**src/source/lenet_fc_macros.svh**
```systemverilog
// fully connected classifier constants
// sizes of the layer, datapath widths and the post-sum weight shift
`ifndef LENET_FC_MACROS_SVH
`define LENET_FC_MACROS_SVH

// output classes, one per digit
`define FC_CLASSES      10
// pixels of one 8x8 image
`define FC_INPUTS       64

`define FC_DATA_W       16
`define FC_WEIGHT_W     8
`define FC_BIAS_W       16
`define FC_ACC_W        32

// arithmetic right shift of a finished sum before the bias
`define FC_WEIGHT_SHIFT 4

`endif

```
**src/source/lenet_fc_pkg.sv**
```systemverilog
// fully connected classifier types
// vector typedefs, control and score structs, weight and bias formulas
`default_nettype none

`include "lenet_fc_macros.svh"

package lenet_fc_pkg;

	typedef logic signed [`FC_DATA_W-1:0]   pixel_t;
	typedef logic signed [`FC_WEIGHT_W-1:0] weight_t;
	typedef logic signed [`FC_BIAS_W-1:0]   bias_t;
	typedef logic signed [`FC_ACC_W-1:0]    acc_t;
	typedef logic [$clog2(`FC_INPUTS)-1:0]  src_addr_t;
	typedef logic [$clog2(`FC_CLASSES)-1:0] class_t;

	// strobes in step with the memory data
	typedef struct packed {
		logic   en;
		logic   first;
		logic   last;
		class_t class_idx;
	} fc_ctrl_t;

	typedef struct packed {
		logic   valid;
		class_t class_idx;
		acc_t   score;
	} fc_score_t;

	// low byte of c*37 + k*11 + 5, taken as signed
	function automatic weight_t fc_weight(input class_t c, input src_addr_t k);
		int v;
		v = int'(c) * 37 + int'(k) * 11 + 5;
		return weight_t'(v[`FC_WEIGHT_W-1:0]);
	endfunction

	function automatic bias_t fc_bias(input class_t c);
		int v;
		v = int'(c) * 16 - 80;
		return bias_t'(v);
	endfunction

endpackage

`default_nettype wire
```
**src/source/argmax_digit.sv**
```systemverilog
// arg-max over the class scores
// keeps the running maximum and its class, latches the digit
// on the last class and pulses ready one cycle after
`timescale 1ns/1ps
`default_nettype none

`include "lenet_fc_macros.svh"

module argmax_digit import lenet_fc_pkg::*; (
	input  wire       clk,
	input  wire       reset_i,
	input  wire       start_i,
	input  fc_score_t score_i,
	output class_t    digit_o,
	output logic      ready_o
);

	acc_t   max_q;
	class_t best_q;
	class_t digit_q;
	logic   done_q;
	logic   ready_q;
	logic   take_new;
	logic   last_cls;

	// class 0 always seeds the maximum, ties keep the lower index
	assign take_new = score_i.valid &&
		(score_i.class_idx == '0 || score_i.score > max_q);
	assign last_cls = score_i.valid &&
		(score_i.class_idx == class_t'(`FC_CLASSES - 1));

	always_ff @(posedge clk) begin
		if (reset_i || start_i) begin
			max_q   <= '0;
			best_q  <= '0;
			digit_q <= '0;
		end else begin
			if (take_new) begin
				max_q  <= score_i.score;
				best_q <= score_i.class_idx;
			end
			if (last_cls)
				digit_q <= take_new ? score_i.class_idx : best_q;
		end
	end

	always_ff @(posedge clk) begin
		if (reset_i) begin
			done_q  <= 1'b0;
			ready_q <= 1'b0;
		end else begin
			done_q  <= last_cls;
			ready_q <= done_q;
		end
	end

	assign digit_o = digit_q;
	assign ready_o = ready_q;

endmodule

`default_nettype wire

```
**src/source/fc_iterator.sv**
```systemverilog
// fully connected run controller
// walks all classes and inputs, one read per cycle, and issues
// the control strobes one cycle behind each read
`timescale 1ns/1ps
`default_nettype none

`include "lenet_fc_macros.svh"

module fc_iterator import lenet_fc_pkg::*; (
	input  wire       clk,
	input  wire       reset_i,
	input  wire       go_i,
	output logic      src_rd_o,
	output src_addr_t src_addr_o,
	output class_t    class_o,
	output logic      busy_o,
	output fc_ctrl_t  ctrl_o
);

	typedef enum logic {
		ST_IDLE,
		ST_RUN
	} state_t;

	state_t    state_q;
	src_addr_t idx_q;
	class_t    cls_q;
	fc_ctrl_t  ctrl_q;
	logic      run;
	logic      idx_end;
	logic      cls_end;

	assign run     = (state_q == ST_RUN);
	assign idx_end = (idx_q == src_addr_t'(`FC_INPUTS - 1));
	assign cls_end = (cls_q == class_t'(`FC_CLASSES - 1));

	always_ff @(posedge clk) begin
		if (reset_i) begin
			state_q <= ST_IDLE;
			idx_q   <= '0;
			cls_q   <= '0;
		end else begin
			case (state_q)
				ST_IDLE: begin
					if (go_i) begin
						state_q <= ST_RUN;
						idx_q   <= '0;
						cls_q   <= '0;
					end
				end
				ST_RUN: begin
					idx_q <= idx_end ? '0 : idx_q + 1'b1;
					if (idx_end) begin
						cls_q <= cls_end ? '0 : cls_q + 1'b1;
						// last read of the last class
						if (cls_end)
							state_q <= ST_IDLE;
					end
				end
				default: state_q <= ST_IDLE;
			endcase
		end
	end

	// one cycle late, lines up with the memory outputs
	always_ff @(posedge clk) begin
		if (reset_i) begin
			ctrl_q <= '0;
		end else begin
			ctrl_q.en        <= run;
			ctrl_q.first     <= run && (idx_q == '0);
			ctrl_q.last      <= run && idx_end;
			ctrl_q.class_idx <= cls_q;
		end
	end

	assign src_rd_o   = run;
	assign src_addr_o = idx_q;
	assign class_o    = cls_q;
	assign busy_o     = run;
	assign ctrl_o     = ctrl_q;

endmodule

`default_nettype wire

```
**src/source/fc_mac.sv**
```systemverilog
// multiply-accumulate for one class score
// sums pixel*weight over the inputs, then shifts and adds the bias
`timescale 1ns/1ps
`default_nettype none

`include "lenet_fc_macros.svh"

module fc_mac import lenet_fc_pkg::*; (
	input  wire       clk,
	input  wire       reset_i,
	input  fc_ctrl_t  ctrl_i,
	input  pixel_t    pixel_i,
	input  weight_t   weight_i,
	input  bias_t     bias_i,
	output fc_score_t score_o
);

	acc_t   acc_q;
	acc_t   prod;
	acc_t   sum_next;
	logic   valid_q;
	class_t class_q;
	acc_t   score_q;

	assign prod     = acc_t'(pixel_i) * acc_t'(weight_i);
	// first product restarts the sum
	assign sum_next = (ctrl_i.first ? acc_t'(0) : acc_q) + prod;

	always_ff @(posedge clk) begin
		if (ctrl_i.en)
			acc_q <= sum_next;
	end

	always_ff @(posedge clk) begin
		if (reset_i)
			valid_q <= 1'b0;
		else
			valid_q <= ctrl_i.en && ctrl_i.last;
	end

	always_ff @(posedge clk) begin
		if (ctrl_i.en && ctrl_i.last) begin
			class_q <= ctrl_i.class_idx;
			score_q <= (sum_next >>> `FC_WEIGHT_SHIFT) + acc_t'(bias_i);
		end
	end

	assign score_o.valid     = valid_q;
	assign score_o.class_idx = class_q;
	assign score_o.score     = score_q;

endmodule

`default_nettype wire

```
**src/source/fc_param_rom.sv**
```systemverilog
// weight and bias ROM for the fully connected layer
// registered read, contents from the package formulas,
// outputs hold while no read is issued
`timescale 1ns/1ps
`default_nettype none

module fc_param_rom import lenet_fc_pkg::*; (
	input  wire       clk,
	input  wire       rd_i,
	input  class_t    class_i,
	input  src_addr_t index_i,
	output weight_t   weight_o,
	output bias_t     bias_o
);

	weight_t weight_q;
	bias_t   bias_q;

	always_ff @(posedge clk) begin
		if (rd_i) begin
			weight_q <= fc_weight(class_i, index_i);
			// same bias for every input of a class
			bias_q   <= fc_bias(class_i);
		end
	end

	assign weight_o = weight_q;
	assign bias_o   = bias_q;

endmodule

`default_nettype wire

```
**src/source/lenet_fc.sv**
```systemverilog
// fully connected LeNet output stage
// one FC layer over an 8x8 image from external memory,
// followed by the arg-max digit decision
`timescale 1ns/1ps
`default_nettype none

module lenet_fc import lenet_fc_pkg::*; (
	input  wire       clk,
	input  wire       reset_i,
	input  wire       go_i,
	output logic      src_rd_o,
	output src_addr_t src_addr_o,
	input  pixel_t    src_data_i,
	output class_t    digit_o,
	output logic      ready_o
);

	class_t    class_idx;
	logic      busy;
	logic      start;
	fc_ctrl_t  ctrl;
	weight_t   weight;
	bias_t     bias;
	fc_score_t score;

	// a go while busy is dropped here and in the iterator alike
	assign start = go_i && !busy;

	fc_iterator i_iterator (
		.clk        (clk),
		.reset_i    (reset_i),
		.go_i       (go_i),
		.src_rd_o   (src_rd_o),
		.src_addr_o (src_addr_o),
		.class_o    (class_idx),
		.busy_o     (busy),
		.ctrl_o     (ctrl)
	);

	fc_param_rom i_param_rom (
		.clk      (clk),
		.rd_i     (src_rd_o),
		.class_i  (class_idx),
		.index_i  (src_addr_o),
		.weight_o (weight),
		.bias_o   (bias)
	);

	fc_mac i_mac (
		.clk      (clk),
		.reset_i  (reset_i),
		.ctrl_i   (ctrl),
		.pixel_i  (src_data_i),
		.weight_i (weight),
		.bias_i   (bias),
		.score_o  (score)
	);

	argmax_digit i_argmax (
		.clk     (clk),
		.reset_i (reset_i),
		.start_i (start),
		.score_i (score),
		.digit_o (digit_o),
		.ready_o (ready_o)
	);

endmodule

`default_nettype wire

```
**config.mk**
```make
export PLATFORM = sky130hd
export DESIGN_NAME = lenet_fc
export DESIGN_NICKNAME = d
export VERILOG_FILES = /design/src/source/lenet_fc_pkg.sv /design/src/source/argmax_digit.sv /design/src/source/fc_iterator.sv /design/src/source/fc_mac.sv /design/src/source/fc_param_rom.sv /design/src/source/lenet_fc.sv
export VERILOG_INCLUDE_DIRS = /design/src /design/src/source
export SDC_FILE = /design/constraint.sdc
export NUM_CORES = 1
export LEC_CHECK = 0
export ABC_AREA = 1
export BUFFER_PORTS_ARGS = -buffer_cell sky130_fd_sc_hd__buf_2
export CAP_MARGIN = 20
export CORE_ASPECT_RATIO = 0.8
export CORE_MARGIN = 3
export CORE_UTILIZATION = 55
export CTS_CLUSTER_DIAMETER = 100
export DETAILED_ROUTE_END_ITERATION = 6
export PLACE_DENSITY = 0.82
export SLEW_MARGIN = 20
export SYNTH_ARGS = -nofsm -noshare
export SYNTH_HDL_FRONTEND = slang
export SYNTH_SLANG_ARGS = --single-unit
```
**constraint.sdc**
```tcl
create_clock -name clk -period 7.3 [get_ports clk]
set_input_delay 1.46 -clock clk [delete_from_list [all_inputs] [get_ports clk]]
set_output_delay 1.46 -clock clk [all_outputs]
set_load 0.01 [all_outputs]
```
# Word level (Yosys, flattened, before mapping)
# Cells that the tools add are included.
dict set report op_classes {
  add_sub_neg 7
  n_mul 3
  order_cmp 1
  eq_ne 5
  n_mux 13
  bitwise 1
  n_reduce_logical 12
}
# op count
set ops {}
lappend ops {{$add 32x24->32} 1}
lappend ops {{$gt 32x32->1} 1}
lappend ops {{$mux 32} 1}
lappend ops {{$add 28x9->29} 1}
lappend ops {{$mul 16x8->24} 1}
lappend ops {{$mux 4} 4}
lappend ops {{$mux 6} 2}
lappend ops {{$pmux 6 s2} 1}
lappend ops {{$sub 8x7->9 const B} 1}
lappend ops {{$add 8x4->8 const B} 1}
lappend ops {{$add 8x8->8} 1}
lappend ops {{$eq 4x4->1 const B} 2}
lappend ops {{$mul 4x6->8 const B} 1}
lappend ops {{$mul 6x4->8 const B} 1}
lappend ops {{$pmux 4 s2} 1}
lappend ops {{$add 6x1->6 const B} 1}
lappend ops {{$eq 6x6->1 const B} 1}
lappend ops {{$logic_and 1x1->1} 6}
lappend ops {{$logic_not 6->1} 1}
lappend ops {{$add 4x1->4 const B} 1}
lappend ops {{$logic_not 4->1} 1}
lappend ops {{$ne 2x2->1 const B} 2}
lappend ops {{$mux 1} 3}
lappend ops {{$logic_or 1x1->1} 2}
lappend ops {{4 further kinds} 4}
dict set report totals {
  reg_bits 146
  in_bits 19
  output_inout_bits 12
  word_cells 60
}

# Depth between registers and ports, before layout
# Gate-level depths: netlist of the first run.
dict set report logic_depth {
  word_depth 4
  mapped_depth 31
  mapped_depth_nobuf 30
}

# Hierarchy
# A second synthesis of the first run with hierarchy kept.
dict set report hier_totals {
  cells_unflattened 2124
  hier_area_um2 16178.0
}
# module instances cells_per_inst area_per_inst_um2 seq_area_each_um2
set by_module_without_submodules {}
lappend by_module_without_submodules {fc_mac 1 1522 11453.5 1971.9}
lappend by_module_without_submodules {argmax_digit 1 341 2427.3 840.8}
lappend by_module_without_submodules {fc_param_rom 1 159 1502.7 390.4}
lappend by_module_without_submodules {fc_iterator 1 100 784.5 360.3}
lappend by_module_without_submodules {lenet_fc 1 2 10.0 0.0}

# Worst setup path before layout of the first run
# No wires, ideal clock.
dict set report synth_timing {
  path_type {input -> register}
  start {in src_data_i[15]}
  end {reg i_mac.score_q[25] (data pin)}
  t_arrival_ns 7.202
  required_ns 7.035
  setup_slack_ns -0.166
  cell_stages 27
  path_cell_list {clkbuf_1 > nand2_1 > inv_1 > fa_1 > fa_1 > fa_1 > inv_1 > fa_1 > inv_1 > ha_1 > ha_1 > nand2_1 > o21ai_0 > inv_1 > nand2_1 > a21oi_1 > o21ai_1 > nand2_1 > nand2_1 > a21oi_1 > xnor2_1 > ha_1 > nand2_1 > nor4_1 > nand2_1 > o211ai_1 > xor2_1}
}
dict set report synth_via {
  elab_chain_len 3
}
# item line_no
set synth_lines {}
lappend synth_lines {{start, declared} lenet_fc.sv:13} ;# input pixel_t src_data_i,
lappend synth_lines {{$mul 16x8->24} fc_mac.sv:25} ;# assign prod = acc_t'(pixel_i) * acc_t'(weight_i);
lappend synth_lines {{$add 32x24->32} fc_mac.sv:27} ;# assign sum_next = (ctrl_i.first ? acc_t'(0) : acc_q) + prod;
lappend synth_lines {{net i_mac.sum_next[28]} fc_mac.sv:20} ;# acc_t sum_next;
lappend synth_lines {{$add 28x9->29} fc_mac.sv:44} ;# score_q <= (sum_next >>> `FC_WEIGHT_SHIFT) + acc_t'(bias_i);
lappend synth_lines {{end signal, assigned} fc_mac.sv:44}
lappend synth_lines {{end, declared} fc_mac.sv:23} ;# acc_t score_q;
# The timed path passes the listed nets, and every way through them passes these cells.
# A chain may end at the register's enable or synchronous reset.

# Worst setup path after layout of the first run
# Ends and elaborated chain as after synthesis.

==> results of run 1 <==
==> per-stage QoR <==
stage | area (um^2) | hold slack [ns] | instances | setup slack [ns]
6_report | 16300 | 0.401 | 2074 | 0.172
5_1_grt | 16300 | 0.410 | 2074 | -0.109
4_1_cts | 16100 | 0.405 | 2067 | 0.0616
3_5_place_dp | 15400 | 0.389 | 2036 | -0.375
3_3_place_gp | 15400 | 0.387 | 2036 | -0.181
2_1_floorplan | 14100 | 0.386 | 1600 | 0.0170
==> layout make-up <==
type	instances	area share, %
flip-flops and latches	136	21.5
repair buffers	170	7.44
well taps	318	2.44
inverters	330	7.65
clock inverters	9	0.591
multi-input cells	1089	57.1
clock buffers	22	3.31
==> registers in the layout, summed over array words and instances (netlist names) <==
signal / count
i_param_rom.weight_o: 8
i_argmax.ready_o: 1
i_mac.class_q: 4
i_iterator.ctrl_o: 7
i_param_rom.bias_o: 5
i_mac.acc_q: 32
i_iterator.class_o: 4
i_argmax.max_q: 29
i_mac.score_q: 29
i_iterator.src_addr_o: 6
i_iterator.busy_o: 1
i_mac.valid_q: 1
i_argmax.done_q: 1
i_argmax.best_q: 4
i_argmax.digit_o: 4
==> layout by cell type (no fill, tap or decap), drive strengths merged, types with 3 or more instances in the layout <==
master,synthesis,layout
a31oi,8,8
o21ai,66,66
inv,330,333
fa,173,173
nand2,281,281
clkinvlp,0,3
nand4,6,6
ha,155,155
o211ai,5,5
a21boi,3,3
buf,7,170
xor2,40,40
nor4,5,5
xnor2,32,32
a21oi,87,87
nand3,35,35
dfxtp,58,58
nor3,9,9
nor2,158,158
edfxtp,78,78
a32o,3,3
o21a,5,5
a21o,5,5
clkbuf,38,22
==> routing by layer <==
layer / global-route usage, % / share of wire [%] / up-vias
met5: 0 / 0 / -
met4: 7.05 / 2.1 / 0
met3: 4.41 / 6.5 / 67
met2: 41.9 / 50 / 383
met1: 32.4 / 42 / 5345
li1: - / - / 5286
==> kinds of logic after synthesis <==
logic type | count (synthesis) | share of synthesized area [%]
adders and majority gates | 328 | 38.4
AOI/OAI and AO/OA | 192 | 7.61
DFF | 136 | 24.9
buffers and inverters | 375 | 10.3
xor gates and xnor gates | 72 | 4.48
and+or+nand+nor | 497 | 14.3
==> worst min-delay path by stage <==
stage,start,to,slack [ns],depth (start not counted)
floorplan,i_iterator.ctrl_o[0]$_SDFF_PP0_,i_mac.class_q[0]$_DFFE_PP_,0.39,0
global placement,i_iterator.ctrl_o[2]$_SDFF_PP0_,i_mac.class_q[2]$_DFFE_PP_,0.39,0
detailed placement,i_iterator.ctrl_o[1]$_SDFF_PP0_,i_mac.class_q[1]$_DFFE_PP_,0.39,0
CTS,i_iterator.ctrl_o[1]$_SDFF_PP0_,i_mac.class_q[1]$_DFFE_PP_,0.40,0
global route,i_iterator.ctrl_o[1]$_SDFF_PP0_,i_mac.class_q[1]$_DFFE_PP_,0.41,0
finish,i_iterator.ctrl_o[1]$_SDFF_PP0_,i_mac.class_q[1]$_DFFE_PP_,0.40,0
==> worst reg2reg max path, cell delays in order (launching register included) <==
cell and delay [ns]:
edfxtp_1 0.87, nand2_1 0.19, fa_1 0.54, inv_1 0.06, fa_1 0.48, fa_1 0.60, fa_1 0.46, fa_1 0.61
ha_4 0.23, a21oi_1 0.17, nand2_1 0.12, nand3_1 0.09, nand2_1 0.10, a21oi_2 0.24, o21ai_2 0.12, nand2_1 0.07
nand2_1 0.09, a21oi_1 0.17, xnor2_1 0.12, ha_1 0.37, nand2_1 0.13, nor2_1 0.12, inv_1 0.07, nor3_2 0.15
nand2_1 0.07, o211ai_1 0.19, xor2_1 0.09
==> repair_timing <==
action                                  CTS  global route
buffers inserted                          0             7
hold buffers                              0             0
gates resized for setup                   0            37
endpoints found under the setup margin    0            13
==> results.txt, run 1 <==
The core occupancy in the finished layout is 65.9%. The number of buffers and inverters on the critical path came out at 6. In the synthesized netlist the dominant register cell turns out to be edfxtp_1. The flow ran to the end, and the final reports show no timing, DRC or antenna violations.

The area added between synthesis and finish is 15.9%. The worst setup path is captured at a flop. The share of the synthesized area in the top cell type came out at 24.6%. The worst slew margin relative to its limit is 37.1%. The number of cells traversed by the worst register-to-register path came out at 26.

The die span in x came out at 185 um. The synthesized design spends more area on one cell type than any other, namely fa_1. The number of buffers on the longest clock path came out at 2. The number of clock buffers inserted by TritonCTS is 17.

The number of enable-type register cells in the synthesized netlist is between 70 and 80. In this run the worst setup path terminates at i_mac.score_q[25]$_DFFE_PP_. The minimum clock period after layout is 7.13 ns. The storage element area came out at ~3500 um^2.

The final total negative setup slack came out at 0 ns. Global routing used 24.6% of the available tracks. The antenna diode instance count is 0. The number of nets with antenna violations after routing came out at 0.

The worst setup path is launched from an input pin. For the final database, setup skew stands at between 0.01 and 0.015 ns. Across all register-to-register paths, the minimum setup slack is 0.53 ns.

By area the synthesized netlist is led by fa_1 (25%), edfxtp_1 (17%), ha_1 (14%). The cell row count is 51. The synthesis warning total came out at 0. The number of buffers inserted by port buffering came out at 30. The number of antenna violations at the first check in global routing is 0. The startpoint identified for the worst register-to-register timing path is i_param_rom.weight_o[0]$_DFFE_PP_. The netlist area before placement came out at 14100 um^2. The number of global-route vias before repair came out at 11482.

The tree is rooted in a clkbuf_16. The largest individual stage delay along the critical path comes from the cell fa_1. In the final routed layout, each cell accounts on average for 15.7 um. The floorplan step set the die height to 149 um. In this design, the stage delay of the slowest critical-path cell is 0.55 ns. In the synthesized netlist the async set-or-reset flop fraction comes to 0%. The number of nets produced by synthesis is 1947.

Entering global routing, the biggest net connects 35 pins. The final wirelength came out at 32600 um. The critical path starts at src_data_i[15]. The clock-pin slew on the worst setup and hold paths is 0.06 ns. The fraction of final layout cells with drive strength greater than 1 came out at 14.9%. The family of cells with the greatest summed delay on the critical path is adder cells. Across all layers, the routed design uses 11081 vias. At the end of routability-driven placement, the weighted congestion stood at about 1. The number of max-slew violations in the final report is 0. The largest fanout on the critical path is 8. The H-tree generated during clock tree synthesis spans 4 levels. The register bit count reported by yosys came out at approximately 140.

Counting stages on the worst path, the most repeated cell is nand2_1. The count of filler cells inserted in the layout is 1862. The residual overflow from global routing is 0. The number of endpoints with negative hold slack in the final report came out at 0. Yosys instantiated no cell more often than inv_1. The endpoint identified for the worst register-to-register timing path is i_mac.score_q[26]$_DFFE_PP_. The floorplan step defined a die boundary enclosing 27600 um^2. The region available for standard cell placement spans 24800 um^2. The number of vias per cell after detailed routing came out at 5.34. During I/O placement, the number of pins put on the boundary was 31.

The iteration-0 DRC count of the detailed router came out at 802. The first-pass iteration count of the detailed router came out at 6. For this run, the top clock speed supported by timing is roughly 140 MHz.

After synthesis, the most frequently instantiated cells are inv_1 (328), nand2_1 (279), fa_1 (173). The wire length of the first global-routing pass came out at 54200 um. The HPWL after detailed placement is 25700 um.

The later-pin clock latency in the skew report came out at 0.43 ns. The post-route clock period utilization came out at a little over nine tenths. Once the floorplan was initialized, standard cells occupied 56.9% of the core. The sequential fraction of the synthesis area came out at 24.9%.

The critical path depth is 28. The required time at the endpoint of the critical path came out at 7.48 ns. The total number of clock tree sinks is around 140.

The total number of nets in the final design is 2091. The arrival time of data at the critical path endpoint is 7.30 ns. The DRC violations left came out at 0. The worst hold path belongs to the class reg -> reg.

TritonCTS built the clock tree. The setup-violating endpoint count in the final report is 0. The synthesized netlist contains 43 unique library cells.

At the pin with the least slew margin, the transition time is 0.943 ns. The number of maximum-capacitance constraint violations is 0. A synthesized cell averages 8.80 um^2.

Synthesis produced 1600 cells. The multi-input combinational cells in the finished layout cover a total of 9320 um^2. By startpoint and endpoint, the worst setup path is classified as in -> reg.
Power of run 1 is left out: the tool's default activity adds up to more than one toggle a clock period on the data nets, which glitch-free logic cannot reach.
==> inputs of run 2 (changes only) <==
Settings changed: MAX_ROUTING_LAYER from default to met4.
==> results.txt, run 2 (synthesis gave the netlist of run 1 again) <==
The cell row count was 51 (unchanged). The clock root buffer is clkbuf_16 (unchanged). Setup repair after global routing could not meet its margin everywhere.

The first-pass iteration count of the detailed router came out at 5 (was 6). The total number of vias came out at 11188 (was 11081). The worst slew margin relative to its limit is 38.8% (was 37.1%).

The number of placed I/O pins came out at 31 (unchanged). The number of endpoints with negative hold slack in the final report came out at 0 (unchanged). The setup-violating endpoint count in the final report is 0 (unchanged).

The antenna diode instance count came out at 0 (unchanged). The largest register by flop count is i_mac.acc_q (unchanged). Status: finished, final reports clean (unchanged). The cell count after placement came to 2036 (unchanged). The startpoint class of the critical path is an input pin (unchanged). The standard cell area after detailed placement is 15500 um^2 (was 15400 um^2). The maximum operating frequency is 140 MHz (about the same). The post-route clock period utilization is 97.7% (was 97.6%). The number of buffers on the longest clock path came out at 2 (unchanged).

The flip-flop count of the largest register after layout is 32 (unchanged). The number of buffers inserted by port buffering is 30 (unchanged). The type of the worst min-delay path was reg -> reg (unchanged). The die span in x was 185 um (unchanged). The final total negative setup slack was 0 ns (unchanged).

The fraction of final layout cells with drive strength greater than 1 came out at 15.8% (was 14.9%). The number of global-route vias before repair is 11599 (was 11482). The DRC violations left came out at 0 (unchanged). The most frequent standard cell in the layout excluding fill and tap cells is inv_1 (unchanged). The arrival time of data at the critical path endpoint is 7.32 ns (was 7.30 ns). The pre-CTS setup slack came to -0.326 ns (was -0.375 ns).

The number of maximum-capacitance constraint violations is 0 (unchanged). The number of vias per cell after detailed routing came out at 5.38 (was 5.34). Most frequent cells in the layout: inv_1 (326), nand2_1 (271), fa_1 (172) (was inv_1 (326), nand2_1 (276), fa_1 (171)). The final instance area is 16500 um^2 (was 16300 um^2). The number of nets with antenna violations after routing is 0 (unchanged). The final weighted congestion in routability-driven placement is 0.975 (was 0.979). The overall fraction of global-route tracks in use is 25.5% (was 24.6%). The number of clock buffers inserted by TritonCTS was 17 (unchanged). The required time at the endpoint of the critical path is 7.48 ns (about the same). The die boundary height is 149 um (unchanged). The largest fanout on the critical path is 8 (unchanged).

The number of max-slew violations in the final report came out at 0 (unchanged). The count of filler cells inserted in the layout came to 1915 (was 1862). The final cell count without fillers is 2078 (was 2074). The slew of the pin with the lowest slew margin is 0.916 ns (was 0.943 ns). The total number of nets in the final design is 2094 (was 2091). The placeable core region is 24800 um^2 (unchanged). The wire length of the first global-routing pass came out at 54700 um (was 54200 um).

The average detailed-routed wire length per instance came to 16.1 um (was 15.7 um). The total number of clock tree sinks is 136 (unchanged). Largest regs: i_mac.acc_q x32, i_argmax.max_q x29, i_mac.score_q x29 (unchanged).

The category of the worst setup path capture point is a flop (unchanged). The TritonCTS clock tree is yes (unchanged). The post-layout worst setup margin is 0.165 ns (was 0.172 ns). The iteration-0 DRC count of the detailed router is 875 (was 802). The die footprint was 27600 um^2 (unchanged). The HPWL after detailed placement is 26200 um (was 25700 um). The minimum clock period after layout is 7.14 ns (was 7.13 ns). The number of levels in the clock H-tree is 4 (unchanged). The clock-pin slew on the worst setup and hold paths is 0.06 ns (about the same).

The starting utilization of the core area is 56.9% (unchanged). The later-pin clock latency in the skew report is 0.44 ns (was 0.43 ns). The number of antenna violations at the first check in global routing is 0 (unchanged). The residual overflow from global routing came to 0 (unchanged). The clock skew after layout came out at 0.0129 ns (was 0.0130 ns). The maximum number of pins on one net before global-route repair is 35 (unchanged). The worst setup path category was in -> reg (unchanged).

The area added between synthesis and finish is 16.8% (was 15.9%). The final wirelength is 33400 um (was 32600 um).
==> run 2: final timing paths <==
kind	start	to	slack [ns]	depth (start not counted)
max	src_data_i[15]	i_mac.score_q[27]$_DFFE_PP_	0.16	26
min	i_iterator.ctrl_o[0]$_SDFF_PP0_	i_mac.class_q[0]$_DFFE_PP_	0.40	0
min reg2reg	i_iterator.ctrl_o[0]$_SDFF_PP0_	i_mac.class_q[0]$_DFFE_PP_	0.40	0
max reg2reg	i_param_rom.weight_o[0]$_DFFE_PP_	i_mac.score_q[26]$_DFFE_PP_	0.48	26
==> run 2: worst max-delay path: stages <==
cell	delay [ns]
buf_2	0.15
nand2_1	0.12
clkinvlp_4	0.27
buf_8	0.22
buf_4	0.14
fa_1	0.46
fa_1	0.51
inv_1	0.05
fa_1	0.47
inv_1	0.06
fa_1	0.48
ha_1	0.31
ha_1	0.41
nand2_1	0.11
nor2_1	0.22
nand2_1	0.12
inv_1	0.08
nand4_1	0.11
o211ai_1	0.15
xor2_1	0.24
ha_1	0.32
nand2_1	0.15
nor2_1	0.07
a221oi_1	0.30
nand3_1	0.17
xor2_1	0.17
==> run 2: stage by stage <==
stage               util (%)  hold WS [ns]
global route            66.5         0.409
global placement        62.5         0.388
CTS                     64.9         0.405
detailed placement      62.5         0.389
finish                  66.5         0.404
floorplan                  -         0.386
==> run 2: repair_timing <==
item | in CTS | in global routing
setup buffers | 0 | 10
hold buffers | 0 | 0
gates resized for setup | 0 | 56
setup endpoints to repair | 0 | 12
==> run 2: final cells by class <==
| cell class | count | area, um^2 | share of cell area, % |
|---|---|---|---|
| multi-input combinational | 1089 | 9430 | 57.3 |
| sequential | 136 | 3500 | 21.3 |
| timing repair buffer | 173 | 1260 | 7.63 |
| inverter | 330 | 1250 | 7.59 |
| clock buffer | 20 | 489 | 2.97 |
| tap | 318 | 398 | 2.42 |
| clock inverter | 12 | 125 | 0.760 |
==> run 2: routing by layer <==
layer | GRT usage (%) | up-vias | wire (um)
met2 | 41.3 | 412 | 16000
met1 | 32.6 | 5383 | 13900
met5 | - | - | 0
met4 | 8.66 | 0 | 1130
li1 | - | 5288 | -
met3 | 4.88 | 105 | 2290
Power of run 2 is left out for the same reason.
